File: config.mk
export PLATFORM = sky130hd
export DESIGN_NAME = ib_scan_ctrl_flat
export DESIGN_NICKNAME = d
export VERILOG_FILES = /design/src/ib_pkg.sv /design/src/ib_bank_if.sv /design/src/ib_scan_ctrl.sv /design/src/flat_wrapper.sv
export VERILOG_INCLUDE_DIRS = /design/src /design/src/src
export SDC_FILE = /design/constraint.sdc
export NUM_CORES = 1
export LEC_CHECK = 0
export BUFFER_PORTS_ARGS = -buffer_cell sky130_fd_sc_hd__buf_2
export CORE_MARGIN = 1.5
export CORE_UTILIZATION = 47
export DETAILED_ROUTE_END_ITERATION = 10
export PLACE_DENSITY = 0.78
export SYNTH_ARGS = -nofsm -noshare
export SYNTH_HDL_FRONTEND = slang
export SYNTH_SLANG_ARGS = --single-unit
File: constraint.sdc
create_clock -name clk -period 2.5 [get_ports clk]
set_clock_uncertainty 0.2 [all_clocks]
set_input_delay 0.125 -clock clk [delete_from_list [all_inputs] [get_ports clk]]
set_output_delay 0.125 -clock clk [all_outputs]
set_load 0.005 [all_outputs]
File: src/ib_consts.svh
`ifndef IB_CONSTS_SVH
`define IB_CONSTS_SVH

// ------------------------------
// line bank geometry
// ------------------------------
`define IB_NUM_LINES   28 // line memories in the bank
`define IB_CELL_DEPTH  16 // cells per line
`define IB_ADDR_W      4
`define IB_LINE_IDX_W  5

// ------------------------------
// data layout
// ------------------------------
`define IB_ELEM_W      32
`define IB_ELEMS       4  // elements per line word
`define IB_WIN_LINES   4  // lines seen by the PE array at once
`define IB_WORD_W      (`IB_ELEMS * `IB_ELEM_W)
`define IB_WIN_W       (`IB_WIN_LINES * `IB_WORD_W)

// window index, wide enough for 13 overlapping windows of a 3x3 scan
`define IB_WIN_IDX_W   4

`endif

File: src/ib_pkg.sv
`default_nettype none

`include "ib_consts.svh"

package ib_pkg;

	// one line word, stored raw and taken apart per element by the transpose
	typedef union packed {
		logic [`IB_WORD_W-1:0] raw;
		logic [`IB_ELEMS-1:0][`IB_ELEM_W-1:0] elem; // elem[0] in the low bits
	} line_word_u;

endpackage

`default_nettype wire

File: src/ib_bank_if.sv
`timescale 1ns/1ps
`default_nettype none

`include "ib_consts.svh"

interface ib_bank_if;
	import ib_pkg::*;

	// write side, from the fill counters
	logic [`IB_NUM_LINES-1:0] wr_en; // one-hot per line
	logic [`IB_ADDR_W-1:0] wr_addr;
	logic [`IB_WORD_W-1:0] wr_data;

	// read side, from the scan counters
	logic [`IB_ADDR_W-1:0] rd_addr;
	logic [`IB_WIN_IDX_W-1:0] win_idx;

	line_word_u win_lines [`IB_WIN_LINES]; // selected window, line 0 first

	modport fill (
		output wr_en,
		output wr_addr,
		output wr_data
	);

	modport scan (
		output rd_addr,
		output win_idx
	);

	modport bank (
		input  wr_en,
		input  wr_addr,
		input  wr_data,
		input  rd_addr,
		input  win_idx,
		output win_lines
	);

endinterface

`default_nettype wire

File: src/ib_scan_ctrl.sv
`timescale 1ns/1ps
`default_nettype none

`include "ib_consts.svh"

module ib_scan_ctrl (
	input  logic clk,
	input  logic reset,
	input  logic scan_en,
	input  logic [4:0] num_switch_h, // plain steps between two skips
	input  logic [8:0] num_slide_h,  // last read address of a sweep
	input  logic [4:0] num_slide_v,  // last window of the layer
	input  logic channel_done,
	output logic save_done,
	output logic layer_finish,
	ib_bank_if.scan bus
);

	logic [4:0] jump_cnt;
	logic [`IB_ADDR_W-1:0] rd_addr;
	logic [`IB_WIN_IDX_W-1:0] win_idx;
	logic jump_now;

	assign jump_now = (jump_cnt == num_switch_h);

	// sweep and layer flags, straight from the counters
	assign save_done = ({5'd0, rd_addr} == num_slide_h);
	assign layer_finish = ({1'b0, win_idx} == num_slide_v) && channel_done;

	// ------------------------------
	// horizontal address
	// ------------------------------
	always_ff @(posedge clk) begin
		if (reset || save_done) begin
			jump_cnt <= '0;
			rd_addr <= '0;
		end else if (scan_en) begin
			if (jump_now) begin
				jump_cnt <= '0;
				rd_addr <= rd_addr + 4'd2; // skip one cell
			end else begin
				jump_cnt <= jump_cnt + 5'd1;
				rd_addr <= rd_addr + 4'd1;
			end
		end
	end

	// ------------------------------
	// vertical window index
	// ------------------------------
	always_ff @(posedge clk) begin
		if (reset || layer_finish)
			win_idx <= '0;
		else if (save_done)
			win_idx <= win_idx + 4'd1; // next window once the sweep ends
	end

	assign bus.rd_addr = rd_addr;
	assign bus.win_idx = win_idx;

endmodule

`default_nettype wire

File: src/flat_wrapper.sv
// flat-port wrapper written by rule: the top's interface ports become plain ports
module ib_scan_ctrl_flat 
  (clk, reset, scan_en, num_switch_h, num_slide_h, num_slide_v, channel_done, save_done, layer_finish, bus_rd_addr, bus_win_idx);
  ib_bank_if bus_i ();
  input  logic clk;
  input  logic reset;
  input  logic scan_en;
  input  logic [4:0] num_switch_h;
  input  logic [8:0] num_slide_h;
  input  logic [4:0] num_slide_v;
  input  logic channel_done;
  output logic save_done;
  output logic layer_finish;
  output wire logic [$bits(bus_i.rd_addr)-1:0] bus_rd_addr;
  output wire logic [$bits(bus_i.win_idx)-1:0] bus_win_idx;
  assign bus_rd_addr = bus_i.rd_addr;
  assign bus_win_idx = bus_i.win_idx;
  ib_scan_ctrl u_core (.clk(clk), .reset(reset), .scan_en(scan_en), .num_switch_h(num_switch_h), .num_slide_h(num_slide_h), .num_slide_v(num_slide_v), .channel_done(channel_done), .save_done(save_done), .layer_finish(layer_finish), .bus(bus_i));
endmodule
**Word level (Yosys, flattened, before mapping)**

Index checks and enable logic that the tools add are counted.

- Input port bits: 23
- Register bits: 13
- Word-level logic and storage cells: 15

- Mux-type cells: 2
- Reductions and logical operators: 3
- Eq/ne operators: 3
- Add/sub/neg operators: 4

Operators with widths:

| kind | count |
|---|---|
| $eq 4x9->1 | 1 |
| $add 4x1->4 const B | 2 |
| $add 5x1->5 const B | 1 |
| $eq 4x5->1 | 1 |
| $eq 5x5->1 | 1 |
| $mux 5 | 1 |
| $add 4x2->4 const B | 1 |
| $mux 4 | 1 |
| $logic_or 1x1->1 | 2 |
| $logic_and 1x1->1 | 1 |

**Logic depth before layout (Yosys ltp)**

Gate-level depths: netlist of the first run.

- Depth after elaboration: 3
- Mapped depth: 5
- Depth with buffers taken out: 5

**Worst setup path before layout of the first run**

OpenSTA, ideal clock, no wires.

- Path kind: register to register
- From: register u_core.rd_addr[2], in the netlist u_core.bus.rd_addr[2]
- To: register u_core.jump_cnt[3]
- Cell stages (with the launch flop): 6
- Library setup time: 74 ps
- Path buffers: 0
- Slack: 710 ps
- Required time: 2226 ps
- Arrival: 1515 ps
- Period minus slack after synthesis: 1790 ps
- Path through: dfxtp_1 -> xor2_1 -> nor4_4 -> a21o_4 -> or4_1 -> o21ai_0

- Cells in the longest elaborated chain, start to end: 2

RTL lines:

| item | RTL line | text |
|---|---|---|
| start, declared | ib_scan_ctrl.sv:20 | `` logic [`IB_ADDR_W-1:0] rd_addr; `` |
| start signal, assigned | ib_scan_ctrl.sv:40 | `rd_addr <= rd_addr + 4'd2;` |
| start signal, assigned | ib_scan_ctrl.sv:43 | `rd_addr <= rd_addr + 4'd1;` |
| $eq 4x9->1 | ib_scan_ctrl.sv:27 | `assign save_done = ({5'd0, rd_addr} == num_slide_h);` |
| $logic_or 1x1->1 | ib_scan_ctrl.sv:34 | `if (reset \|\| save_done) begin` |
| end signal, assigned | ib_scan_ctrl.sv:42 | `jump_cnt <= jump_cnt + 5'd1;` |
| end, declared | ib_scan_ctrl.sv:19 | `logic [4:0] jump_cnt;` |

Every way passes these cells.
A chain may end at the register's enable or synchronous reset.

**Final worst setup path of the first run**

- From: register u_core.rd_addr[2], in the netlist u_core.bus.rd_addr[2]
- To: output port save_done

- Cells in the longest elaborated chain, start to end: 1

RTL lines:

| item | RTL line | text |
|---|---|---|
| $eq 4x9->1 | ib_scan_ctrl.sv:27 |  |
| end, declared | flat_wrapper.sv:12 | `output logic save_done;` |

Every way passes these cells.

==> flow_summary_export.csv, run 1 <==
group,metric,value,unit
worst_setup_path,critical_path_arrival,1610,ps
route,post_drt_via_cell_ratio,5.43,
status,outcome,"completed",
pwr,pwr-share-seq,0.508,
sta,min_period_over_period,0.772,
finish,final_cell_mix,"32 x buf_2, 13 x dfxtp_1, 9 x nand2_1, 9 x a21oi_1, 8 x xnor2_1",
floorplan,placementRows,14,
route,first_iter_violations,14,
sta,holdWs,55.0,ps
finish,drive_gt1_frac,0.306,
clocking,clockRootBuffer,"clkbuf_4",
global_routing,grt_pass1_vias,704,
yosys,syn_inst,97,
worst_setup_path,path_class,"reg -> out",
route,drc,0,
worst_setup_path,crit_chain,"xor2_1 > nor4_4 > nand2_1 > inv_1 > buf_2",
clocking,cts_buffers,3,
clocking,tritoncts,"yes",
sta,fin_setup_tns,0,ps
finish,final_cell_area,1050,µm²
yosys,synth-seq-area-share,0.315,
finish,final_common_cell,"buf_2",
global_routing,grt_overflow,0,
pwr,switchingPower,122,µW
worst_setup_path,crit_path_end,"save_done",
clocking,htreeDepth,1,
worst_setup_path,path_buf_inv,2,
route,drt_pass1_iterations,4,
floorplan,die_y,45.0,µm
worst_setup_path,critPathRequiredTime,2170,ps
global_routing,grt_pass1_wl,2740,µm
yosys,syn_area,827,µm²
sta,fmax,518,MHz
pwr,power_density,422,nW/µm²
worst_setup_path,critPathMaxFanout,6,
worst_setup_path,r2r_end,"u_core.jump_cnt[4]",
hold_path,hp-class,"in -> reg",
worst_setup_path,rrSetupSlack,610,ps
yosys,syn_avg_cell_area,8.53,µm²
global_routing,antenna_found_initial,0,
sta,setup_violations,0,
sta,drv_slew,0,
yosys,ys_types,31,
pwr,swShare,0.274,
floorplan,core_area,1580,µm²
clocking,clock_path_buffers,2,
place,dpl_cell_area,1000,µm²
pwr,p_leak,0.495,nW
sta,rsz0062_at_grt,"false",
pwr,power.share.combinational,0.198,
worst_setup_path,setup.worst_path.start_class,"flip-flop",
finish,diodes,0,
floorplan,die_area,2020,µm²
route,wl,1750,µm
finish,nets,162,
job,drv_cap,0,
yosys,synth_fp_nets,124,
clocking,clock_sinks,13,
clocking,cts_setup_buffers,0,
global_routing,grt_max_degree,10,
pwr,ir_drop,0.299,mV
worst_setup_path,crit_family,"simple AND/OR/NAND/NOR gates",
clocking,clk_pin_slew,80,ps
route,drtAntennaViolNets,0,
worst_setup_path,r2r-start,"u_core.bus.rd_addr[2]",
floorplan,die_w,45.0,µm
global_routing,track_usage,0.187,
place,gp_congestion,0.797,
pwr,power.share.clock,0.295,
pwr,p_int,321,µW
worst_setup_path,slowest_stage,"nor4_4",
worst_setup_path,end_kind,"output port",
worst_setup_path,cp-startpoint,"u_core.bus.rd_addr[2]",
floorplan,start_util,0.525,
worst_setup_path,critPathMaxStageDelay,390,ps
floorplan,top_level_ports,33,
worst_setup_path,rr_worst_depth,5,
clocking,clkLatencyLatePin,270,ps
route,routedWlPerCell,11.6,µm
sta,slew_headroom,0.650,
place,dp_hpwl,1430,µm
sta,period_needed,1930,ps
hold_path,hold_path_startpoint,"num_slide_h[5]",
worst_setup_path,path_depth,5,
route,num_vias,815,
yosys,yosysWarnings,0,
finish,nFillCells,139,
finish,area_growth,26.9,%
yosys,synth-seq-cells,13,
sta,worstMarginPinSlew,519,ps
place,io_buffer_count,32,
sta,report.final.hold_viol_count,0,
## layout make-up
| type | instances | area, µm² | area share |
|---|---|---|---|
| Tap cell | 16 | 20.0 | 0.0191 |
| Inverter | 4 | 15.0 | 0.0143 |
| Timing Repair Buffer | 34 | 180 | 0.172 |
| Multi-Input combinational cell | 79 | 548 | 0.522 |
| Clock buffer | 4 | 26.3 | 0.0250 |
| Sequential cell | 13 | 260 | 0.248 |
## synthesized netlist by cell type
cell        n  share of area
o221ai_1    1          0.011
o21ai_0     5          0.030
or3b_2      1          0.011
nand3_1     6          0.036
a22o_1      1          0.011
a31oi_1     1         0.0076
or2_2       1         0.0076
nor2b_1     1         0.0076
nand4b_1    2          0.021
a2bb2oi_1   1          0.011
a21o_4      1          0.018
nand3b_1    1         0.0091
and2_1      1         0.0076
mux2i_1     1          0.012
mux2_2      1          0.014
nand2_1     9          0.041
o211ai_1    1         0.0091
xor2_1      6          0.064
a21oi_1     9          0.054
nor2_1      6          0.027
inv_1       4          0.018
nand2b_1    2          0.015
or4_4       1          0.014
and3_1      2          0.015
xnor2_1     8          0.085
nor4_4      1          0.026
clkbuf_1    1         0.0045
dfxtp_1    13           0.31
nor3_1      2          0.012
ha_1        4          0.061
or4_1       3          0.027
## worst register-to-register path: stages, from the launching register on
cell	delay [ps]
dfxtp_1	430
xor2_1	260
nor4_4	100
a21o_4	260
or4_1	490
o21ai_0	80
## through the flow
| step | setup slack (ps) | utilization | power [mW] | std cells |
|---|---|---|---|---|
| floorplan | 710 | - | 0.281 | 97 |
| global placement | 683 | 0.637 | 0.313 | 144 |
| detailed placement | 624 | 0.637 | 0.315 | 144 |
| CTS | 566 | 0.666 | 0.447 | 150 |
| global route | 412 | 0.666 | 0.471 | 150 |
| finish | 569 | 0.666 | 0.443 | 150 |
## flip-flops by register name (all words and copies together), names as in the netlist
register and flops:
u_core.bus.rd_addr 4, u_core.bus.win_idx 4, u_core.jump_cnt 5
## per-layer routing
layer	vias to the layer above	global-route usage	part of all wire
li1	421	-	-
met5	-	0	0
met3	2	0.0480	0.064
met2	26	0.320	0.48
met4	0	0.0882	0.010
met1	366	0.216	0.45
## cell families after synthesis
family / after synthesis / synth area share
buffers and inverters: 5 / 0.0227
AO/OA/AOI/OAI: 20 / 0.151
flip-flops: 13 / 0.315
multiplexers: 2 / 0.0257
adder cells (fa/ha/maj): 4 / 0.0605
AND/OR/NAND/NOR: 39 / 0.277
XOR/XNOR: 14 / 0.148
## power groups by stage
stage	sequential, mW	combinational [mW]	clock [mW]
after detailed placement	0.230	0.0851	0
after CTS	0.225	0.0881	0.134
final	0.225	0.0875	0.130
after global routing	0.226	0.0973	0.147
after floorplan	0.228	0.0528	0
after global placement	0.230	0.0829	0
## worst min path at each step
stage / end / slack, ps / depth (start not counted)
after detailed placement: u_core.bus.rd_addr[1] / 220 / 2
final: u_core.bus.win_idx[2] / 60 / 5
after floorplan: u_core.jump_cnt[1] / 100 / 2
after global routing: u_core.bus.win_idx[2] / 80 / 5
after CTS: u_core.bus.win_idx[2] / 60 / 5
after global placement: u_core.bus.rd_addr[1] / 220 / 2
## timing repair
item	in CTS	in global routing
setup endpoints to repair	0	0
endpoints found under the hold margin	7	0
hold buffers	2	0
resized for setup	0	0
No activity file was read; power rests on OpenSTA's default activity.
==> run 2, diff against run 1 <==
ABC_AREA = 1   (was default)
CORE_UTILIZATION = 50   (was 47)
PLACE_DENSITY = 0.79   (was 0.78)
clock period = 1.8 ns   (was 2.5 ns; I/O delays follow)
==> flow_summary_export.csv, run 2 <==
group,metric,value,unit
status,outcome,"completed",
clocking,cts_buffers,3,
sta,setup_violations,0,
global_routing,grt_pass1_vias,897,
hold_path,hp-class,"in -> reg",
clocking,cts.repair.resized,0,
clocking,tritoncts,"yes",
worst_setup_path,rr_worst_depth,9,
floorplan,placementRows,16,
worst_setup_path,setup.worst_path.start_class,"flip-flop",
floorplan,top_level_ports,33,
worst_setup_path,slowest_stage,"dfxtp_1",
yosys,yosysMostFrequentCell,"nand2_1",
global_routing,track_usage,0.213,
sta,slew_headroom,0.843,
place,io_buffer_count,32,
yosys,synth_area_leaders,"dfxtp_1 26%, nand2_1 19%, inv_1 10%",
global_routing,grt_pass1_wl,3500,µm
yosys,synth-seq-cells,13,
finish,nets,226,
pwr,p_leak,0.695,nW
finish,reg.largest.list,"u_core.jump_cnt x5, u_core.bus.rd_addr x4, u_core.bus.win_idx x4",
yosys,synth_edf_count,0,
finish,largest_reg_flops,5,
yosys,synthTopCellsByCount,"51 x nand2_1, 28 x inv_1, 13 x dfxtp_1, 13 x nor2_1, 9 x nand3_1",
clocking,cts_hold_buf,1,
route,drc,0,
yosys,synth_top_area_frac,0.257,
sta,worstMarginPinSlew,233,ps
yosys,synth-seq-area-share,0.257,
finish,final_core_util,0.636,
finish,final_common_cell,"nand2_1",
finish,drive_gt1_frac,0.293,
pwr,ir_drop,0.361,mV
clocking,clock_sinks,13,
worst_setup_path,critPathRequiredTime,1510,ps
sta,report.final.hold_viol_count,0,
finish,top_register,"u_core.jump_cnt",
clocking,clkLatencyLatePin,270,ps
floorplan,die_area,2300,µm²
sta,fin_setup_tns,0,ps
finish,diodes,0,
global_routing,grt_overflow,0,
route,routedWlPerCell,9.50,µm
sta,period_needed,1650,ps
sta,holdWs,44.5,ps
place,gp_congestion,0.838,
floorplan,start_util,0.521,
route,wl,2140,µm
route,post_drt_via_cell_ratio,4.68,
yosys,ys_types,26,
floorplan,die_w,48.0,µm
yosys,syn_avg_cell_area,6.25,µm²
worst_setup_path,critPathMaxStageDelay,430,ps
yosys,synth_fp_nets,189,
yosys,yosysTopAreaCell,"dfxtp_1",
global_routing,antenna_found_initial,0,
finish,area_growth,22.0,%
route,first_iter_violations,6,
place,dp_hpwl,1780,µm
clocking,htreeDepth,1,
worst_setup_path,crit_chain,"inv_2 > nand2_1 > o21ai_1 > nor2_2 > nand3_4 > clkinv_4 > buf_2",
yosys,ys.flop_type,"dfxtp_1",
yosys,syn_inst,162,
finish,final_cell_mix,"51 x nand2_1, 32 x buf_2, 28 x inv_1",
route,num_vias,1053,
yosys,syn_area,1010,µm²
clocking,clock_path_buffers,2,
yosys,async_flop_share,0,
sta,rsz0062_at_grt,"false",
worst_setup_path,end_kind,"output port",
clocking,cts_setup_buffers,0,
global_routing,grt_max_degree,11,
worst_setup_path,critPathMaxFanout,6,
worst_setup_path,path_class,"reg -> out",
route,drtAntennaViolNets,0,
clocking,clockRootBuffer,"clkbuf_4",
worst_setup_path,cp-startpoint,"u_core.bus.rd_addr[1]",
job,drv_cap,0,
sta,drv_slew,0,
pwr,power_density,490,nW/µm²
hold_path,hold-path-cell-count,4,
finish,nFillCells,197,
sta,fmax,605,MHz
sta,min_period_over_period,0.919,
route,drt_pass1_iterations,4,
worst_setup_path,critical_path_arrival,1360,ps
floorplan,core_area,1940,µm²
hold_path,hold_path_startpoint,"scan_en",
clocking,clk_pin_slew,80,ps
worst_setup_path,r2r-start,"u_core.jump_cnt[3]",
floorplan,die_y,48.0,µm
yosys,yosysWarnings,0,
run 2: cell types whose count changed after synthesis, moves of 4 or more:
| cell | change |
|---|---|
| nand2_2 | +4 |
| nand2_1 | +42 |
| nor2_1 | +7 |
| o21ai_0 | -5 |
| inv_2 | +4 |
| xnor2_1 | -8 |
| nor2_2 | +6 |
| inv_1 | +24 |
run 2: kinds of logic after synthesis:
group           count (synthesis)  share of synthesized area
compound gates                 10                     0.0544
simple gates                   93                      0.439
fa+ha+maj                       4                     0.0494
xor+xnor                        7                     0.0606
buf+inv                        35                      0.140
flops                          13                      0.257
run 2: power by group:
| group | total (mW) | switching, mW | internal, mW |
|---|---|---|---|
| Combinational | 0.128 | 0.0728 | 0.0550 |
| Clock | 0.171 | 0.0850 | 0.0856 |
| Sequential | 0.307 | 0.0116 | 0.296 |
| Total | 0.606 | 0.169 | 0.436 |
run 2: area by class of cell:
cell class	instances	area (µm²)	area share
inverters	34	134	0.108
multi-input cells	114	611	0.494
repair buffers	33	170	0.138
well taps	27	33.8	0.0274
clock buffers	4	26.3	0.0213
flip-flops and latches	13	260	0.211
run 2: metrics by stage:
step	area (µm²)	power, mW	cells	setup WS [ps]
2_1_floorplan	1010	0.394	162	440
3_3_place_gp	1200	0.434	220	330
3_5_place_dp	1200	0.440	220	308
4_1_cts	1230	0.610	225	118
5_1_grt	1230	0.641	225	5.17
6_report	1230	0.606	225	147
run 2: worst paths after layout:
kind	endpoint	slack, ps
hold reg to reg	u_core.bus.win_idx[3]	330
setup / recovery	save_done	150
setup reg to reg	u_core.bus.rd_addr[1]	320
hold / removal	u_core.jump_cnt[0]	40
run 2: routing by layer:
layer / vias up / track usage / routed length (µm)
met1: 471 / 0.258 / 952
met2: 20 / 0.397 / 1100
met5: - / 0 / 0
li1: 560 / - / -
met3: 2 / 0.0226 / 70
met4: 0 / 0.0486 / 12
run 2: critical path: cells and delay by family (launching register included):
kind,cells,cell delay [ps]
buffers and inverters,3,270
flip-flops,1,430
AO/OA/AOI/OAI,1,60
AND/OR/NAND/NOR,3,330
==> run 3, diff against run 2 <==
CELL_PAD_IN_SITES_DETAIL_PLACEMENT = 0   (was default)
CELL_PAD_IN_SITES_GLOBAL_PLACEMENT = 1   (was default)
CORE_UTILIZATION = 33   (was 50)
PLACE_DENSITY = default   (was 0.79)
PLACE_DENSITY_LB_ADDON = 0.1   (was default)
TNS_END_PERCENT = 10   (was default)
==> flow_summary_export.csv, run 3 (same netlist as run 2, synthesis figures left out) <==
group,metric,value,unit
sta,report.final.hold_viol_count,0,
clocking,clockRootBuffer,"clkbuf_4",
hold_path,worstHoldEndpoint,"u_core.bus.rd_addr[0]",
clocking,clkLatencyLatePin,270,ps
hold_path,hp-class,"in -> reg",
clocking,clock_sinks,13,
sta,drv_slew,0,
pwr,p_leak,0.695,nW
global_routing,grt_overflow,0,
finish,final_cell_mix,"51 x nand2_1, 32 x buf_2, 28 x inv_1",
route,drc,0,
worst_setup_path,setup.worst_path.start_class,"flip-flop",
pwr,power_density,495,nW/µm²
worst_setup_path,crit_family,"flip-flops",
sta,min_period_over_period,0.920,
worst_setup_path,critPathMaxStageDelay,420,ps
route,drtAntennaViolNets,0,
hold_path,hold_path_startpoint,"scan_en",
global_routing,antenna_found_initial,0,
worst_setup_path,critPathRequiredTime,1510,ps
worst_setup_path,path_class,"reg -> out",
global_routing,grt_pass1_wl,3690,µm
floorplan,die_area,3410,µm²
clocking,cts_hold_buf,1,
global_routing,grt_pass1_vias,931,
finish,area_growth,22.5,%
clocking,clock_path_buffers,2,
pwr,ir_drop,0.223,mV
place,io_buffer_count,32,
worst_setup_path,rr_worst_depth,9,
route,drt_pass1_iterations,2,
floorplan,die_y,58.4,µm
worst_setup_path,critical_path_arrival,1370,ps
worst_setup_path,r2r_end,"u_core.jump_cnt[2]",
sta,fin_setup_tns,0,ps
floorplan,placementRows,19,
worst_setup_path,crit_chain,"inv_2 > nand2_1 > o21ai_1 > nor2_2 > nand3_4 > clkinv_4 > buf_2",
clocking,htreeDepth,1,
sta,worstMarginPinSlew,213,ps
clocking,cts.repair.resized,0,
pwr,power,614,µW
finish,final_core_util,0.438,
clocking,tritoncts,"yes",
job,drv_cap,0,
worst_setup_path,path_buf_inv,3,
finish,reg.largest.list,"u_core.jump_cnt x5, u_core.bus.rd_addr x4, u_core.bus.win_idx x4",
finish,final_common_cell,"nand2_1",
place,place_inst,224,
worst_setup_path,path_depth,7,
place,dpl_cell_area,1200,µm²
clocking,clk_pin_slew,80,ps
route,wl,2110,µm
finish,diodes,0,
worst_setup_path,rrSetupSlack,300,ps
sta,slew_headroom,0.857,
route,post_drt_via_cell_ratio,4.51,
floorplan,start_util,0.358,
finish,final_cells,229,
status,outcome,"completed",
route,num_vias,1033,
worst_setup_path,r2r-start,"u_core.bus.rd_addr[1]",
finish,drive_gt1_frac,0.293,
floorplan,top_level_ports,33,
finish,nets,226,
global_routing,track_usage,0.139,
worst_setup_path,slowest_stage,"dfxtp_1",
sta,setup_violations,0,
route,first_iter_violations,15,
place,dp_hpwl,1780,µm
clocking,cts_buffers,3,
floorplan,core_area,2830,µm²
hold_path,hold-path-cell-count,4,
finish,largest_reg_flops,5,
finish,top_register,"u_core.jump_cnt",
floorplan,die_w,58.4,µm
sta,fmax,604,MHz
worst_setup_path,critPathMaxFanout,6,
sta,rsz0062_at_grt,"false",
finish,final_cell_area,1240,µm²
global_routing,grt_max_degree,11,
worst_setup_path,end_kind,"output port",
sta,period_needed,1660,ps
clocking,cts_setup_buffers,0,
place,gp_congestion,0.744,
route,routedWlPerCell,9.22,µm
==> run 3: layout make-up <==
cell class                 count  area, µm²
fill                         319       1590
multi-input combinational    114        611
sequential                    13        260
timing repair buffer          33        170
inverter                      34        134
tap                           31       38.8
clock buffer                   4       26.3
==> run 3: report_power, final <==
| part | switching, mW | internal, mW |
|---|---|---|
| Clock | 0.0946 | 0.0858 |
| Sequential | 0.0112 | 0.296 |
| Combinational | 0.0713 | 0.0553 |
| Total | 0.177 | 0.437 |
==> run 3: worst max path at each step <==
stage                           from                    end  slack (ps)
6_report       u_core.bus.rd_addr[1]              save_done         140
3_5_place_dp   u_core.bus.rd_addr[1]     u_core.jump_cnt[2]         310
4_1_cts        u_core.bus.rd_addr[1]              save_done         120
3_3_place_gp   u_core.bus.rd_addr[0]     u_core.jump_cnt[4]         330
2_1_floorplan  u_core.bus.rd_addr[0]  u_core.bus.rd_addr[2]         440
5_1_grt        u_core.bus.rd_addr[1]              save_done          10
==> run 3: worst reg2reg max path, cell delays in order, from the launching register on <==
cell	delay, ps
dfxtp_1	420
inv_2	80
nand2_1	60
o21ai_1	60
nor2_2	130
nand3_4	140
nand2_4	110
inv_2	60
nand2_2	80
nor2_1	40
==> run 3: layer usage <==
layer | part of all wire | vias up | routed length, µm | global-route usage
li1 | - | 559 | - | -
met4 | 0.011 | 0 | 23 | 0.0498
met2 | 0.49 | 20 | 1040 | 0.249
met1 | 0.45 | 450 | 952 | 0.163
met3 | 0.045 | 4 | 95 | 0.0264
met5 | 0 | - | 0 | 0
==> run 3: per-stage QoR <==
| step | setup slack [ps] | hold WS (ps) |
|---|---|---|
| global route | 12.8 | 60.1 |
| global placement | 326 | 219 |
| detailed placement | 315 | 215 |
| finish | 144 | 23.0 |
| CTS | 119 | 21.2 |
| floorplan | 440 | 103 |
