==> src/ib_consts.svh <==
`ifndef IB_CONSTS_SVH
`define IB_CONSTS_SVH

// ------------------------------
// line bank geometry
// ------------------------------
`define IB_NUM_LINES   28 // line memories in the bank
`define IB_CELL_DEPTH  16 // cells per line
`define IB_ADDR_W      4
`define IB_LINE_IDX_W  5

// ------------------------------
// data layout
// ------------------------------
`define IB_ELEM_W      32
`define IB_ELEMS       4  // elements per line word
`define IB_WIN_LINES   4  // lines seen by the PE array at once
`define IB_WORD_W      (`IB_ELEMS * `IB_ELEM_W)
`define IB_WIN_W       (`IB_WIN_LINES * `IB_WORD_W)

// window index, wide enough for 13 overlapping windows of a 3x3 scan
`define IB_WIN_IDX_W   4

`endif

==> src/ib_pkg.sv <==
`default_nettype none

`include "ib_consts.svh"

package ib_pkg;

	// one line word, stored raw and taken apart per element by the transpose
	typedef union packed {
		logic [`IB_WORD_W-1:0] raw;
		logic [`IB_ELEMS-1:0][`IB_ELEM_W-1:0] elem; // elem[0] in the low bits
	} line_word_u;

endpackage

`default_nettype wire

==> src/ib_bank_if.sv <==
`timescale 1ns/1ps
`default_nettype none

`include "ib_consts.svh"

interface ib_bank_if;
	import ib_pkg::*;

	// write side, from the fill counters
	logic [`IB_NUM_LINES-1:0] wr_en; // one-hot per line
	logic [`IB_ADDR_W-1:0] wr_addr;
	logic [`IB_WORD_W-1:0] wr_data;

	// read side, from the scan counters
	logic [`IB_ADDR_W-1:0] rd_addr;
	logic [`IB_WIN_IDX_W-1:0] win_idx;

	line_word_u win_lines [`IB_WIN_LINES]; // selected window, line 0 first

	modport fill (
		output wr_en,
		output wr_addr,
		output wr_data
	);

	modport scan (
		output rd_addr,
		output win_idx
	);

	modport bank (
		input  wr_en,
		input  wr_addr,
		input  wr_data,
		input  rd_addr,
		input  win_idx,
		output win_lines
	);

endinterface

`default_nettype wire

==> src/ib_fill_ctrl.sv <==
`timescale 1ns/1ps
`default_nettype none

`include "ib_consts.svh"

module ib_fill_ctrl (
	input  logic clk,
	input  logic reset,
	input  logic wr_strobe,
	input  logic [`IB_WORD_W-1:0] wr_word,
	input  logic [7:0] cell_num, // last cell index of a line
	input  logic [7:0] line_num, // last line index of the frame
	ib_bank_if.fill bus
);

	logic [7:0] cell_cnt;
	logic [7:0] line_cnt;
	logic line_last_cell;

	assign line_last_cell = (cell_cnt == cell_num);

	// ------------------------------
	// cell and line counters
	// ------------------------------
	always_ff @(posedge clk) begin
		if (reset) begin
			cell_cnt <= '0;
			line_cnt <= '0;
		end else if (wr_strobe) begin
			if (line_last_cell) begin
				cell_cnt <= '0;
				if (line_cnt == line_num)
					line_cnt <= '0; // frame complete
				else
					line_cnt <= line_cnt + 8'd1;
			end else begin
				cell_cnt <= cell_cnt + 8'd1;
			end
		end
	end

	// ------------------------------
	// write enable decode
	// ------------------------------
	always_comb begin
		for (int i = 0; i < `IB_NUM_LINES; i++) begin
			bus.wr_en[i] = wr_strobe && (line_cnt == 8'(i));
		end
	end

	assign bus.wr_addr = cell_cnt[`IB_ADDR_W-1:0]; // cell_num stays below the depth
	assign bus.wr_data = wr_word;

endmodule

`default_nettype wire

==> src/flat_wrapper.sv <==
// flat-port wrapper written by rule: the top's interface ports become plain ports
module ib_fill_ctrl_flat 
  (clk, reset, wr_strobe, wr_word, cell_num, line_num, bus_wr_en, bus_wr_addr, bus_wr_data);
  ib_bank_if bus_i ();
  input  logic clk;
  input  logic reset;
  input  logic wr_strobe;
  input  logic [`IB_WORD_W-1:0] wr_word;
  input  logic [7:0] cell_num;
  input  logic [7:0] line_num;
  output wire logic [$bits(bus_i.wr_en)-1:0] bus_wr_en;
  output wire logic [$bits(bus_i.wr_addr)-1:0] bus_wr_addr;
  output wire logic [$bits(bus_i.wr_data)-1:0] bus_wr_data;
  assign bus_wr_en = bus_i.wr_en;
  assign bus_wr_addr = bus_i.wr_addr;
  assign bus_wr_data = bus_i.wr_data;
  ib_fill_ctrl u_core (.clk(clk), .reset(reset), .wr_strobe(wr_strobe), .wr_word(wr_word), .cell_num(cell_num), .line_num(line_num), .bus(bus_i));
endmodule
==> config.mk <==
export PLATFORM = sky130hd
export DESIGN_NAME = ib_fill_ctrl_flat
export DESIGN_NICKNAME = d
export VERILOG_FILES = /design/src/ib_pkg.sv /design/src/ib_bank_if.sv /design/src/ib_fill_ctrl.sv /design/src/flat_wrapper.sv
export VERILOG_INCLUDE_DIRS = /design/src /design/src/src
export SDC_FILE = /design/constraint.sdc
export NUM_CORES = 1
export LEC_CHECK = 0
export BUFFER_PORTS_ARGS = -buffer_cell sky130_fd_sc_hd__buf_4
export CORE_AREA = 2 2 118 120
export CTS_CLUSTER_SIZE = 24
export DETAILED_ROUTE_END_ITERATION = 8
export DIE_AREA = 0 0 120 122
export GPL_TIMING_DRIVEN = 0
export PLACE_DENSITY = 0.56
export SLEW_MARGIN = 25
export SYNTH_ARGS = -nofsm -noshare
export SYNTH_HDL_FRONTEND = slang
export SYNTH_SLANG_ARGS = --single-unit
==> constraint.sdc <==
create_clock -name clk -period 1.5 [get_ports clk]
set_input_delay 0.075 -clock clk [delete_from_list [all_inputs] [get_ports clk]]
set_output_delay 0.075 -clock clk [all_outputs]
set_load 0.03 [all_outputs]
After elaboration in Yosys (flattened, before gate mapping)
Cells that the tools add are included.

word-level totals
  output and inout bits = 160
  flip-flop bits (word level) = 16
  logic and storage cells = 65

operators by class
  eq/ne operators = 29
  muxes and demuxes = 2
  reduce and logical (&&, ||, !) cells = 30
  $add $sub $neg = 2

operators with widths
  operator             number
  $eq 8x5->1 const B   12
  $eq 8x4->1 const B   8
  $eq 8x3->1 const B   4
  $logic_and 1x1->1    28
  $add 8x1->8 const B  2
  $eq 8x2->1 const B   2
  $eq 8x8->1           2
  $mux 8               2
  $eq 8x1->1 const B   1
  $logic_not 8->1      1
  $reduce_and 2->1     1

Logic depth before layout (Yosys ltp)
Gate-level depths: netlist of run 1.

  depth in word-level cells = 2
  depth in mapped cells = 7

Worst setup path after synthesis of run 1
OpenSTA, ideal clock, no wires.

  path type = register to output
  start = register u_core.line_cnt[5]
  end = output port bus_wr_en[19]
  slack = -0.336 ns
  data arrival time = 1.761 ns
  stages on the path, launching flop included = 6
  required time = 1.425 ns
  buffers on the path = 1
  cells stage by stage = dfxtp_1 > nor4b_1 > and2_1 > buf_2 > nand2_1 > nor3_1

between the ends
  word-level cells in the longest chain between the ends = 2

RTL lines
  element                   line                text
  start: declaration        ib_fill_ctrl.sv:17  logic [7:0] line_cnt;
  start signal: assignment  ib_fill_ctrl.sv:35  line_cnt <= line_cnt + 8'd1;
  $eq 8x5->1                ib_fill_ctrl.sv:47  bus.wr_en[i] = wr_strobe && (line_cnt == 8'(i));
  $logic_and 1x1->1         ib_fill_ctrl.sv:47
  end: declaration          flat_wrapper.sv:11  output wire logic [$bits(bus_i.wr_en)-1:0] bus_wr_en;

No other way between the ends.

Worst setup path in the final report of run 1
  start = register u_core.line_cnt[5]
  end = output port bus_wr_en[10]

between the ends
  word-level cells in the longest chain between the ends = 2

RTL lines
  element            line
  $eq 8x4->1         ib_fill_ctrl.sv:47
  $logic_and 1x1->1  ib_fill_ctrl.sv:47

No other way between the ends.

==> results of run 1 <==
## worst max-delay path: cells and delay by family, from the launching register on
| kind | cells | cell delay [ps] |
|---|---|---|
| and+or+nand+nor | 4 | 850 |
| buffers and inverters | 1 | 150 |
| DFF | 1 | 360 |
## flip-flops by register name (all words and copies together), names as in the netlist
name and flops:
u_core.cell_cnt 8, u_core.line_cnt 8
## logic make-up after synthesis
logic type | count (synthesis) | share of synthesized area (%)
xor+xnor | 23 | 9.148
flops | 16 | 14.55
fa+ha+maj | 5 | 2.841
mux | 1 | 0.4546
buf+inv | 144 | 47.39
compound gates | 16 | 4.432
simple gates | 85 | 21.19
## cell type report
cell class                 instances  area [um^2]  share of cell area (%)
buffer                           138         1037                   23.22
multi-input combinational        130         1175                   26.30
inverter                           5        18.77                  0.4202
timing repair buffer             197         1565                   35.04
clock buffer                       3        75.07                   1.681
tap                              180        225.2                   5.042
sequential                        16        370.4                   8.291
## per-layer routing
layer	part of all wire [%]	wire length, um	global-route usage, %	up-vias
met5	0	0	0	-
met4	0.17	15	1.471	0
met3	8.9	771	2.341	2
met2	59	5174	21.52	138
met1	31	2736	10.84	1140
li1	-	-	-	1214
## worst max-delay path by stage
stage / from / endpoint / cells after the start
final: u_core.line_cnt[5]$_SDFFE_PP0P_ / bus_wr_en[10] / 5
after global routing: u_core.line_cnt[7]$_SDFFE_PP0P_ / bus_wr_en[19] / 6
after CTS: u_core.line_cnt[7]$_SDFFE_PP0P_ / bus_wr_en[19] / 6
after detailed placement: u_core.line_cnt[5]$_SDFFE_PP0P_ / bus_wr_en[9] / 5
after global placement: u_core.line_cnt[5]$_SDFFE_PP0P_ / bus_wr_en[9] / 5
after floorplan: u_core.line_cnt[5]$_SDFFE_PP0P_ / bus_wr_en[23] / 5
## repair_timing
item / 4_1_cts / 5_1_grt
resized for setup: 71 / 47
setup buffers: 16 / 4
endpoints found under the setup margin: 44 / 44
pin swaps: 29 / 13
## power groups by stage
stage	clock network (mW)	logic [mW]	registers, mW
CTS	0.517	1.11	0.424
floorplan	0	0.723	0.448
global route	0.547	1.16	0.422
global placement	0	1.05	0.452
finish	0.516	1.10	0.422
detailed placement	0	1.06	0.452
## cells in the final DEF (no fill, tap or decap), drive strengths merged
master,count
nor2,23
xnor2,10
nand3,7
clkbuf,6
o32ai,4
mux2i,1
inv,5
or2,1
nand4,3
nor2b,2
xor2,13
a21oi,9
o21ai,2
dfxtp,16
nand4b,2
and2,2
nor3,7
nor4b,1
nand2b,4
and3,10
and4,1
or3,5
nand2,14
ha,5
o31ai,1
buf,332
nor4,3
## stage by stage
| step | hold slack (ps) | worst slack [ps] | total power [mW] | setup TNS (ps) | utilization (%) |
|---|---|---|---|---|---|
| after CTS | 141.9 | -179.9 | 2.047 | -4326 | 31.63 |
| after detailed placement | 366.5 | -329.3 | 1.511 | -10100 | 28.32 |
| after floorplan | 258.7 | -96.81 | 1.171 | -938.5 | - |
| after global routing | 165.1 | -286.1 | 2.129 | -8561 | 33.08 |
| after global placement | 366.8 | -305.2 | 1.506 | -9065 | 28.32 |
| final | 143.0 | -190.8 | 2.042 | -4781 | 33.08 |
==> summary by stage, run 1 <==
Routing
The final route contains roughly 2500 vias. The starting DRC count in detailed routing is 27. The first detailed-routing pass took 4 iterations. The detail-routed via count per cell is between 3 and 4. For this run, design rule violations remaining after detail routing come to 0.

In the final routed layout, each cell accounts on average for ~13 um. The number of antenna-violating nets in the routed design is 0. The final layout contains routed wiring with a total length of 8698 um.

Run status
The run finished, with violations left. The checks that failed: negative setup slack.

Power
Across the VDD grid, the largest voltage drop is between 0.3 and 0.4 mV. Summed over all cells, the static leakage comes to around 2.3 nW. Per report_power, the clock group accounts for between 20% and 30% of the total. Net switching is approximately 37% of the power. The part of the power in registers is 20.6%. The power dissipated by switching net loads is between 0.7 and 0.8 mW.

Combinational cells account for between 50 and 60% of the total power. The total power divided by cell area is ~460 mW/mm^2. The internal portion of the total power is between 1 and 1.5 mW.

Clock network
The root buffer cell chosen for the clock tree is clkbuf_16. Hold repair after CTS inserted 0 buffers. Counting the buffers created by CTS gives 3. The later-pin clock latency in the skew report is 240 ps. The H-tree level count is 1. The total number of clock tree sinks is 16. The clock transition at the register clock pins on the worst setup and hold paths after CTS is 50 ps.

The number of buffers on the longest clock path is 2. TritonCTS built the clock tree.

Finish
The total inserted antenna cells is 0. Of the cells placed in the final design, the portion with a size suffix greater than 1 is 85.07%. The area growth from synthesis to layout is 102.8%. The post-route non-filler standard cell count is about 670. The final net count is 643. Once layout is done, the placed cells without fillers occupy 0.004467 mm^2. The count of fill cells added during filler insertion is around 1400.

Worst hold path
The startpoint of the most critical hold path is reset. Along the worst hold path, the cell count comes to 3. The worst min-delay path category is in2reg.

The worst min-delay path endpoint is u_core.line_cnt[4]$_SDFFE_PP0P_.

Synthesis
After synthesis, the most frequently instantiated cells are buf_4 (133), nor2_1 (23), dfxtp_1 (16). The total number of yosys warnings is 0. The fraction of post-synthesis cell area in the top cell type by area is between 40% and 50%.

The number of instances in the synthesized netlist is between 200 and 300. The number of storage elements in the synthesis netlist is 16. The cell taking the most area after synthesis is buf_4.

Counting flops with an async set or reset pin after synthesis yields a share of 0%. The sequential share of the synthesized area is ~15%. Sorting the synthesized cells by area gives the leading types as buf_4 (45%), dfxtp_1 (15%), xor2_1 (5.2%), xnor2_1 (4.0%), nor2_1 (3.9%). The number of different library cells used by synthesis comes to 32. The post-synth net total is ~440. The leading register cell type out of synthesis is dfxtp_1. Among all cell types in the netlist, the one instantiated most often is buf_4. The netlist area before placement is between 0.002 and 0.0025 mm^2. A synthesized cell averages 7.593 um^2. In this run, synthesis inferred 0 flip-flops with an integrated enable.

STA
The number of hold violations in the final report came to 0. The worst slew slack as a fraction of its limit is between 60% and 70%. For the pin with the worst max-slew slack, the measured transition is 572.6 ps. The number of endpoints failing setup at the final stage is 42. The worst clock skew on the final layout is ~2.4 ps. The time the final worst path needs with I/O delays and setup is roughly 1700 ps. The upper clock frequency limit is 0.5914 GHz.

Setup repair after global routing could not meet its margin everywhere. The worst path uses 112.7% of the clock period. Across all setup checks in the final design, the least slack found is -190.8 ps. The number of max-slew violations in the final report is 0.

Setup path
The endpoint identified for the worst register-to-register timing path is u_core.line_cnt[6]$_SDFFE_PP0P_. The element type at the critical path end is an output port. For the worst setup path, the data arrival time is about 1600 ps. The slowest stage of the critical path belongs to the cell dfxtp_4. The required time reported for the critical path endpoint is 1420 ps.

The critical path launch point type is a flop. By startpoint and endpoint, the worst setup path is classified as reg2out. In this run the critical register-to-register path is launched from u_core.cell_cnt[0]$_SDFFE_PP0P_. The maximum net fanout on the critical path is 5. The setup slack on the worst flop-to-flop path is -70 ps. On the worst path, the slowest cell contributes a delay of 360 ps.

Counting cells, the worst reg-to-reg path comes to 6. Walking the worst path, the cells encountered are nor4b_4 > and2_4 > nand2_4 > nor2_2 > buf_6.

Place
The HPWL after detailed placement is between 7000 and 8000 um. The post-detailed-placement cell area is 0.003825 mm^2. Once placement completed, the tool counted placed cells totaling around 650. Input and output buffers added on the ports amount to around 180. At the end of routability-driven placement, the weighted congestion stood at roughly 0.76.

Global route
The overall fraction of global-route tracks in use is between 10% and 20%. The global-route wire length before repair is 12250 um. The initial antenna violation count is 0. The via count of the first global-routing pass is around 2300. The global-route congestion overflow total is 0. The largest net degree at the start of global routing is 11.

Floorplan
In this run the core area contains between 40 and 50 standard-cell rows. The floorplan die height is around 120 um. The die covers 0.01464 mm^2. The starting density of the core is 16.31%. The die boundary width is about 120 um.

slightly above 300 I/O pins were placed. The area inside the core boundary is 0.01350 mm^2.

Run
Max-cap violations in this run came to 0.
Note: power is estimated with default switching activity, not from simulation.
==> inputs of run 2 (changes only) <==
--- a/config.mk
+++ b/config.mk
@@ -8,6 +8,7 @@
 export LEC_CHECK = 0
 export BUFFER_PORTS_ARGS = -buffer_cell sky130_fd_sc_hd__buf_4
 export CORE_AREA = 2 2 118 120
+export CTS_BUF_LIST = sky130_fd_sc_hd__clkbuf_4 sky130_fd_sc_hd__clkbuf_8
 export CTS_CLUSTER_SIZE = 24
 export DETAILED_ROUTE_END_ITERATION = 8
 export DIE_AREA = 0 0 120 122
==> constraint.sdc (replaced) <==
create_clock -name clk -period 1.5 [get_ports clk]
set_input_delay 0.15 -clock clk [delete_from_list [all_inputs] [get_ports clk]]
set_output_delay 0.15 -clock clk [all_outputs]
set_load 0.03 [all_outputs]
==> run 2 against run 1 <==
Compared with the run above: the flow still finishes with violations (negative setup slack); cell count shrank 0.45%; critical endpoint is now bus_wr_en[19]; maximum frequency shrank 4.1%; sequential share of layout area is essentially flat; highest routed layer unchanged; largest cell class unchanged; critical path depth grew 1; register-to-register slack gained 30 ps; clock skew shrank 1.1 ps; first-iteration DRC count grew 7.4%.
==> summary by stage, run 2 (synthesized netlist as in run 1, its figures left out) <==
Power
The maximum resistive drop on vdd is 0.2772 mV (-9.1%). The total power divided by cell area is 412.7 mW/mm^2 (-9.7%). The reported leakage power is 2.212 nW (-2.3%).

The overall power consumption came to 1.836 mW (-10%).

Floorplan
The floorplan die height is 122 um (unchanged). The die boundary width is 120 um (unchanged). The boundary pin count is 307 (unchanged).

The area inside the core boundary came to 0.01350 mm^2 (unchanged). The area of the die came to 0.01464 mm^2 (unchanged). The row count is 43 (unchanged). The starting density of the core is 16.31% (unchanged).

Setup path
The type of the worst setup path is reg2out. The cell with the biggest individual delay on the critical path is dfxtp_4. The maximum net fanout on the critical path is 5 (unchanged). The capturing point of the worst reg2reg path is u_core.line_cnt[3]$_SDFFE_PP0P_. The cell count of the worst reg-to-reg path is 6 (unchanged). The critical path data arrival time is 1610 ps (about the same). Traced cell by cell, the critical path runs through nor4b_4 > and2_4 > buf_6 > nand2_8 > nor3_4 > buf_6. The delay contributed by the slowest stage of the critical path is 350 ps (about the same).

Among the stages of the critical path, the cell type that occurs most often is buf_6. The termination of the worst setup path is bus_wr_en[19]. The critical path launch point type is a flop. The setup slack on the worst flop-to-flop path is -40 ps (+30 ps). The required time reported for the critical path endpoint is 1350 ps (-70 ps). In this run the critical register-to-register path is launched from u_core.cell_cnt[0]$_SDFFE_PP0P_. STA classifies the critical path endpoint as an output port.

The critical path starts at u_core.line_cnt[6]$_SDFFE_PP0P_.

Global route
The largest net degree at the start of global routing is 11 (unchanged). The global-route congestion overflow total came to 0 (unchanged). The overall fraction of global-route tracks in use is 9.555% (-0.89 points). The initial antenna violation count came to 0 (unchanged). The global-route wire length before repair is 11220 um (-8.4%). The via count of the first global-routing pass is 2259 (-3.0%).

Routing
The via count of the routed design was 2474 (-0.80%). The number of search-and-repair iterations in the first detailed-routing pass is 4 (unchanged). The detail-routed via count per cell is 3.715 (-0.36%). The starting DRC count in detailed routing was 29 (+7.4%).

The routed wire length is 8386 um (-3.6%). The wire length per cell is 12.59 um (-3.2%). The final routed DRC violation total was 0 (unchanged). The number of antenna-violating nets in the routed design came to 0 (unchanged).

Run status
The run finished, with violations left. The final reports fail on negative setup slack.

STA
The time the final worst path needs with I/O delays and setup was 1763 ps (+72.22 ps). The worst slew slack as a fraction of its limit came to 67.37% (+5.5 points). The number of endpoints failing setup at the final stage is 40 (-4.8%). The number of max-slew violations in the final report came to 0 (unchanged). The post-route clock period utilization is 117.5% (+4.8 points). The upper clock frequency limit is 0.5672 GHz (-4.1%).

The number of hold violations in the final report came to 0 (unchanged). The worst clock skew on the final layout is 1.310 ps (-1.062 ps). The slack of the critical path is -263.0 ps (-72.22 ps). The total negative slack came to -6424 ps (-1643 ps). Setup repair after global routing could not meet its margin everywhere. The slew at the pin closest to its max-slew limit was 489.4 ps (-83.19 ps).

Clock network
The later-pin clock latency in the skew report was 250 ps (about the same). The tree is rooted in a clkbuf_8. The TritonCTS clock tree is yes. The number of buffers created by CTS is 3 (unchanged). The number of buffers on the longest clock path is 2 (unchanged). The clock transition at the register clock pins on the worst setup and hold paths after CTS is 60 ps (about the same). The total number of clock tree sinks is 16 (unchanged). The number of buffers inserted for hold repair after clock tree synthesis is 0 (unchanged). The H-tree level count is 1 (unchanged).

Finish
The library cell used most frequently in the layout, excluding fill and tap cells, is buf_4. The final net count is 640 (-0.47%). The count of fill cells added during filler insertion is 1419 (+0.42%).

Compared with the post-synthesis result, the final layout area differs by 102.0%. The fraction of layout cells with a size suffix above 1 is 86.01% (+0.94 points). Leaving out fill and tap cells, the most frequent cells in the layout are buf_4 (304), buf_6 (24), nor2_2 (15), xor2_1 (13), dfxtp_4 (11). The post-route non-filler standard cell count is 666 (-0.45%). The total inserted antenna cells is 0 (unchanged).

The largest registers in the layout are u_core.cell_cnt: 8 flops, u_core.line_cnt: 8 flops.

Run
The total of max-cap violations is 0 (unchanged).

Place
The number of cells after detailed placement is 647 (unchanged). The pre-CTS setup slack is -259.9 ps (+69.39 ps). The weighted congestion reported at the end of routability-driven placement is 0.7299 (-3.6%). The count of input and output buffers was 177 (unchanged). The placed wire-length estimate is 7046 um (-3.8%).

Worst hold path
In this run the worst hold path is classified as in2reg.
[run 2: routing by layer]
layer  up-vias  part of all wire [%]  track usage [%]
met1      1119                    30            9.150
met2       148                    61            20.81
met4         0                  0.14           0.6618
li1       1205                     -                -
met5         -                     0                0
met3         2                   9.2            2.341
[run 2: repair_timing]
item,CTS,global route
gates cloned,1,0
pin swaps,24,14
resized for setup,81,30
endpoints found under the setup margin,44,44
setup buffers,10,6
[run 2: where the power goes]
group          leakage, nW  switching (mW)  internal (mW)
Clock               0.0216           0.139          0.178
Sequential           0.140          0.0101          0.416
Combinational         2.05           0.566          0.527
Total                 2.21           0.715           1.12
[run 2: worst max-delay path: cells and delay by family (launching register included)]
| family | cells | cell delay (ps) |
|---|---|---|
| DFF | 1 | 350 |
| buffers and inverters | 2 | 280 |
| and+or+nand+nor | 4 | 730 |
[run 2: cell type report]
| type | count | area [um^2] | share of cell area, % |
|---|---|---|---|
| multi-input combinational | 130 | 1206 | 27.12 |
| buffer | 138 | 1050 | 23.60 |
| sequential | 16 | 367.9 | 8.270 |
| inverter | 5 | 18.77 | 0.4219 |
| clock buffer | 3 | 41.29 | 0.9283 |
| tap | 180 | 225.2 | 5.063 |
| timing repair buffer | 194 | 1539 | 34.60 |
[run 2: through the flow]
stage	util (%)	cell area, um^2	hold WS (ps)
floorplan	-	2317	333.7
global placement	28.67	3871	464.3
detailed placement	28.67	3871	482.7
CTS	31.73	4285	213.2
global route	32.94	4448	213.5
finish	32.94	4448	225.5
[run 2: how the worst min path moves through the flow]
| stage | start | end | cells past startpoint |
|---|---|---|---|
| finish | reset | u_core.line_cnt[4]$_SDFFE_PP0P_ | 3 |
| global route | reset | u_core.line_cnt[7]$_SDFFE_PP0P_ | 3 |
| CTS | reset | u_core.line_cnt[4]$_SDFFE_PP0P_ | 3 |
| detailed placement | reset | u_core.line_cnt[7]$_SDFFE_PP0P_ | 3 |
| global placement | reset | u_core.line_cnt[7]$_SDFFE_PP0P_ | 3 |
| floorplan | reset | u_core.line_cnt[7]$_SDFFE_PP0P_ | 2 |
==> inputs of run 3 (changes only) <==
--- a/config.mk
+++ b/config.mk
@@ -12,7 +12,6 @@
 export CTS_CLUSTER_SIZE = 24
 export DETAILED_ROUTE_END_ITERATION = 8
 export DIE_AREA = 0 0 120 122
-export GPL_TIMING_DRIVEN = 0
 export PLACE_DENSITY = 0.56
 export SLEW_MARGIN = 25
 export SYNTH_ARGS = -nofsm -noshare
==> run 3 against run 2 <==
Compared with the run above: the run still ends with negative setup slack left; critical path depth fell by 1; sequential power is 1% higher; critical path type unchanged; cell area fell by 39%; clock skew about the same; highest routed layer unchanged; register-to-register slack worse by 20 ps; largest cell class is now multi-input combinational cells; sequential cell count did not move; first-iteration DRC count is 38% lower; hold slack lost 48 ps; power fell by 48%; cell count fell by 36%; via count decreased by 36%; clock power grew 3%.
==> summary by stage, run 3 (synthesized netlist as in run 1, its figures left out) <==
Setup path
The type of the worst setup path is reg2out. The required time reported for the critical path endpoint is 1350 ps (about the same). The critical path launch point type is a flop. STA classifies the critical path endpoint as an output port. The maximum net fanout on the critical path is 9 (+4).

The critical path data arrival time came to 1600 ps (about the same).

Run
The total of max-cap violations is 0 (unchanged).

Finish
In the final layout, the registers with the most flip-flops are u_core.cell_cnt: 8 flops, u_core.line_cnt: 8 flops. The post-route non-filler standard cell count is 427 (-36%). The fraction of layout cells with a size suffix above 1 came to 71.26% (-15 points). The commonest non-fill, non-tap cell in the layout is buf_4. The area growth from synthesis to final layout is 22.27%. The post-layout utilization of the core is 19.94% (-13 points).

The count of fill cells added during filler insertion was 1475 (+3.9%). The total inserted antenna cells is 0 (unchanged). The final net count was 401 (-37%). In the layout the commonest cells are buf_4 (60), buf_6 (33), xor2_1 (11), nor2_1 (9), dfxtp_2 (9).

Routing
The routed wire length is 6845 um (-18%). The via count of the routed design was 1581 (-36%). The number of antenna-violating nets in the routed design is 0 (unchanged). The starting DRC count in detailed routing is 18 (-38%).

The number of search-and-repair iterations in the first detailed-routing pass is 4 (unchanged). The wire length per cell was 16.03 um (+27%). The final routed DRC violation total was 0 (unchanged). The detail-routed via count per cell is 3.703 (-0.33%).

Clock network
The TritonCTS clock tree is yes. The clock transition at the register clock pins on the worst setup and hold paths after CTS is 60 ps (about the same). The cell chosen for the clock root is clkbuf_8.

The number of buffers on the longest clock path was 2 (unchanged). The number of buffers created by CTS is 3 (unchanged). The H-tree level count is 1 (unchanged).

The later-pin clock latency in the skew report is 250 ps (about the same). The total number of clock tree sinks is 16 (unchanged).

STA
The time the final worst path needs with I/O delays and setup is 1748 ps (-15.33 ps). The number of max-slew violations in the final report is 0 (unchanged). Setup repair after global routing could not meet its margin everywhere. The worst slew slack as a fraction of its limit is 81.24% (+14 points). The post-route clock period utilization came to 116.5% (-1.0 points).

The slack of the critical path came to -247.7 ps (+15.33 ps). The worst-case hold slack is 177.8 ps (-47.73 ps). The worst clock skew on the final layout is 0.8270 ps (-0.4827 ps). The upper clock frequency limit is 0.5722 GHz (+0.88%). The number of hold violations in the final report is 0 (unchanged). The slew at the pin closest to its max-slew limit is 279.3 ps (-210.1 ps).

The number of endpoints failing setup at the final stage is 31 (-23%).

Global route
The via count of the first global-routing pass is 1571 (-30%). The overall fraction of global-route tracks in use came to 8.291% (-1.3 points). The global-route congestion overflow total is 0 (unchanged). The global-route wire length before repair is 9163 um (-18%). The initial antenna violation count is 0 (unchanged). The largest net degree at the start of global routing is 15 (+4).

Run status
The flow ran to the end, but the final reports show violations. The final reports fail on negative setup slack.

Floorplan
The boundary pin count is 307 (unchanged). The floorplan die height is 122 um (unchanged). The die boundary width is 120 um (unchanged). The row count was 43 (unchanged). The starting density of the core is 16.31% (unchanged). The area inside the core boundary is 0.01350 mm^2 (unchanged). The area of the die is 0.01464 mm^2 (unchanged).

Power
The total power divided by cell area is 351.5 mW/mm^2 (-15%). The reported leakage power is 1.073 nW (-52%). The maximum resistive drop on vdd is 0.3350 mV (+21%).

Place
The placed wire-length estimate is 5608 um (-20%). The pre-CTS setup slack came to -156.7 ps (+103.2 ps). The count of input and output buffers came to 50 (-72%). The number of cells after detailed placement is 414 (-36%). The weighted congestion reported at the end of routability-driven placement is 0.7753 (+6.2%).

Worst hold path
The worst hold path belongs to the class in2reg.
==> run 3: per-stage QoR <==
stage | power, mW | setup TNS, ps | instance area (um^2)
global placement | 0.6058 | -1536 | 2138
CTS | 0.9490 | -6250 | 2445
detailed placement | 0.6071 | -2723 | 2138
floorplan | 1.172 | -2.421 | 2317
global route | 1.000 | -8602 | 2693
finish | 0.9465 | -6188 | 2693
==> run 3: routing by layer <==
layer / global-route usage (%) / up-vias / routed length, um
met2: 17.12 / 112 / 3944
li1: - / 719 / -
met5: 0 / - / 0
met4: 2.500 / 0 / 163
met1: 6.976 / 724 / 2050
met3: 3.652 / 26 / 688
==> run 3: area by class of cell <==
cell class / instances / area (um^2) / share of cell area (%)
Clock buffer: 3 / 41.29 / 1.533
Tap cell: 180 / 225.2 / 8.364
Sequential cell: 16 / 339.1 / 12.59
Inverter: 5 / 18.77 / 0.6970
Timing Repair Buffer: 93 / 822.0 / 30.53
Multi-Input combinational cell: 130 / 1246 / 46.28
==> run 3: power breakdown <==
part / switching [mW] / total, mW / internal [mW]
Combinational: 0.0970 / 0.190 / 0.0932
Sequential: 0.00379 / 0.431 / 0.428
Clock: 0.147 / 0.325 / 0.178
Total: 0.248 / 0.946 / 0.699
==> run 3: path summary, 6_finish.rpt <==
path	startpoint	endpoint	slack (ps)	depth (start not counted)
worst max-delay path	u_core.line_cnt[6]$_SDFFE_PP0P_	bus_wr_en[22]	-250	5
worst min-delay path	reset	u_core.line_cnt[1]$_SDFFE_PP0P_	180	2
worst max register to register	u_core.cell_cnt[5]$_SDFFE_PP0P_	u_core.line_cnt[5]$_SDFFE_PP0P_	-60	7
worst min register to register	u_core.cell_cnt[7]$_SDFFE_PP0P_	u_core.cell_cnt[7]$_SDFFE_PP0P_	540	2
==> run 3: critical path, stage by stage, from the launching register on <==
cell and delay (ps):
dfxtp_2 340, nor4b_4 340, and2_4 230, buf_6 120
and3_4 180, buf_6 130
==> run 3: timing repair <==
action / CTS / global route
gates cloned: 0 / 0
pin swaps: 19 / 18
setup buffers: 2 / 8
gates resized for setup: 65 / 42
setup endpoints to repair: 43 / 36
hold buffers: 0 / 0
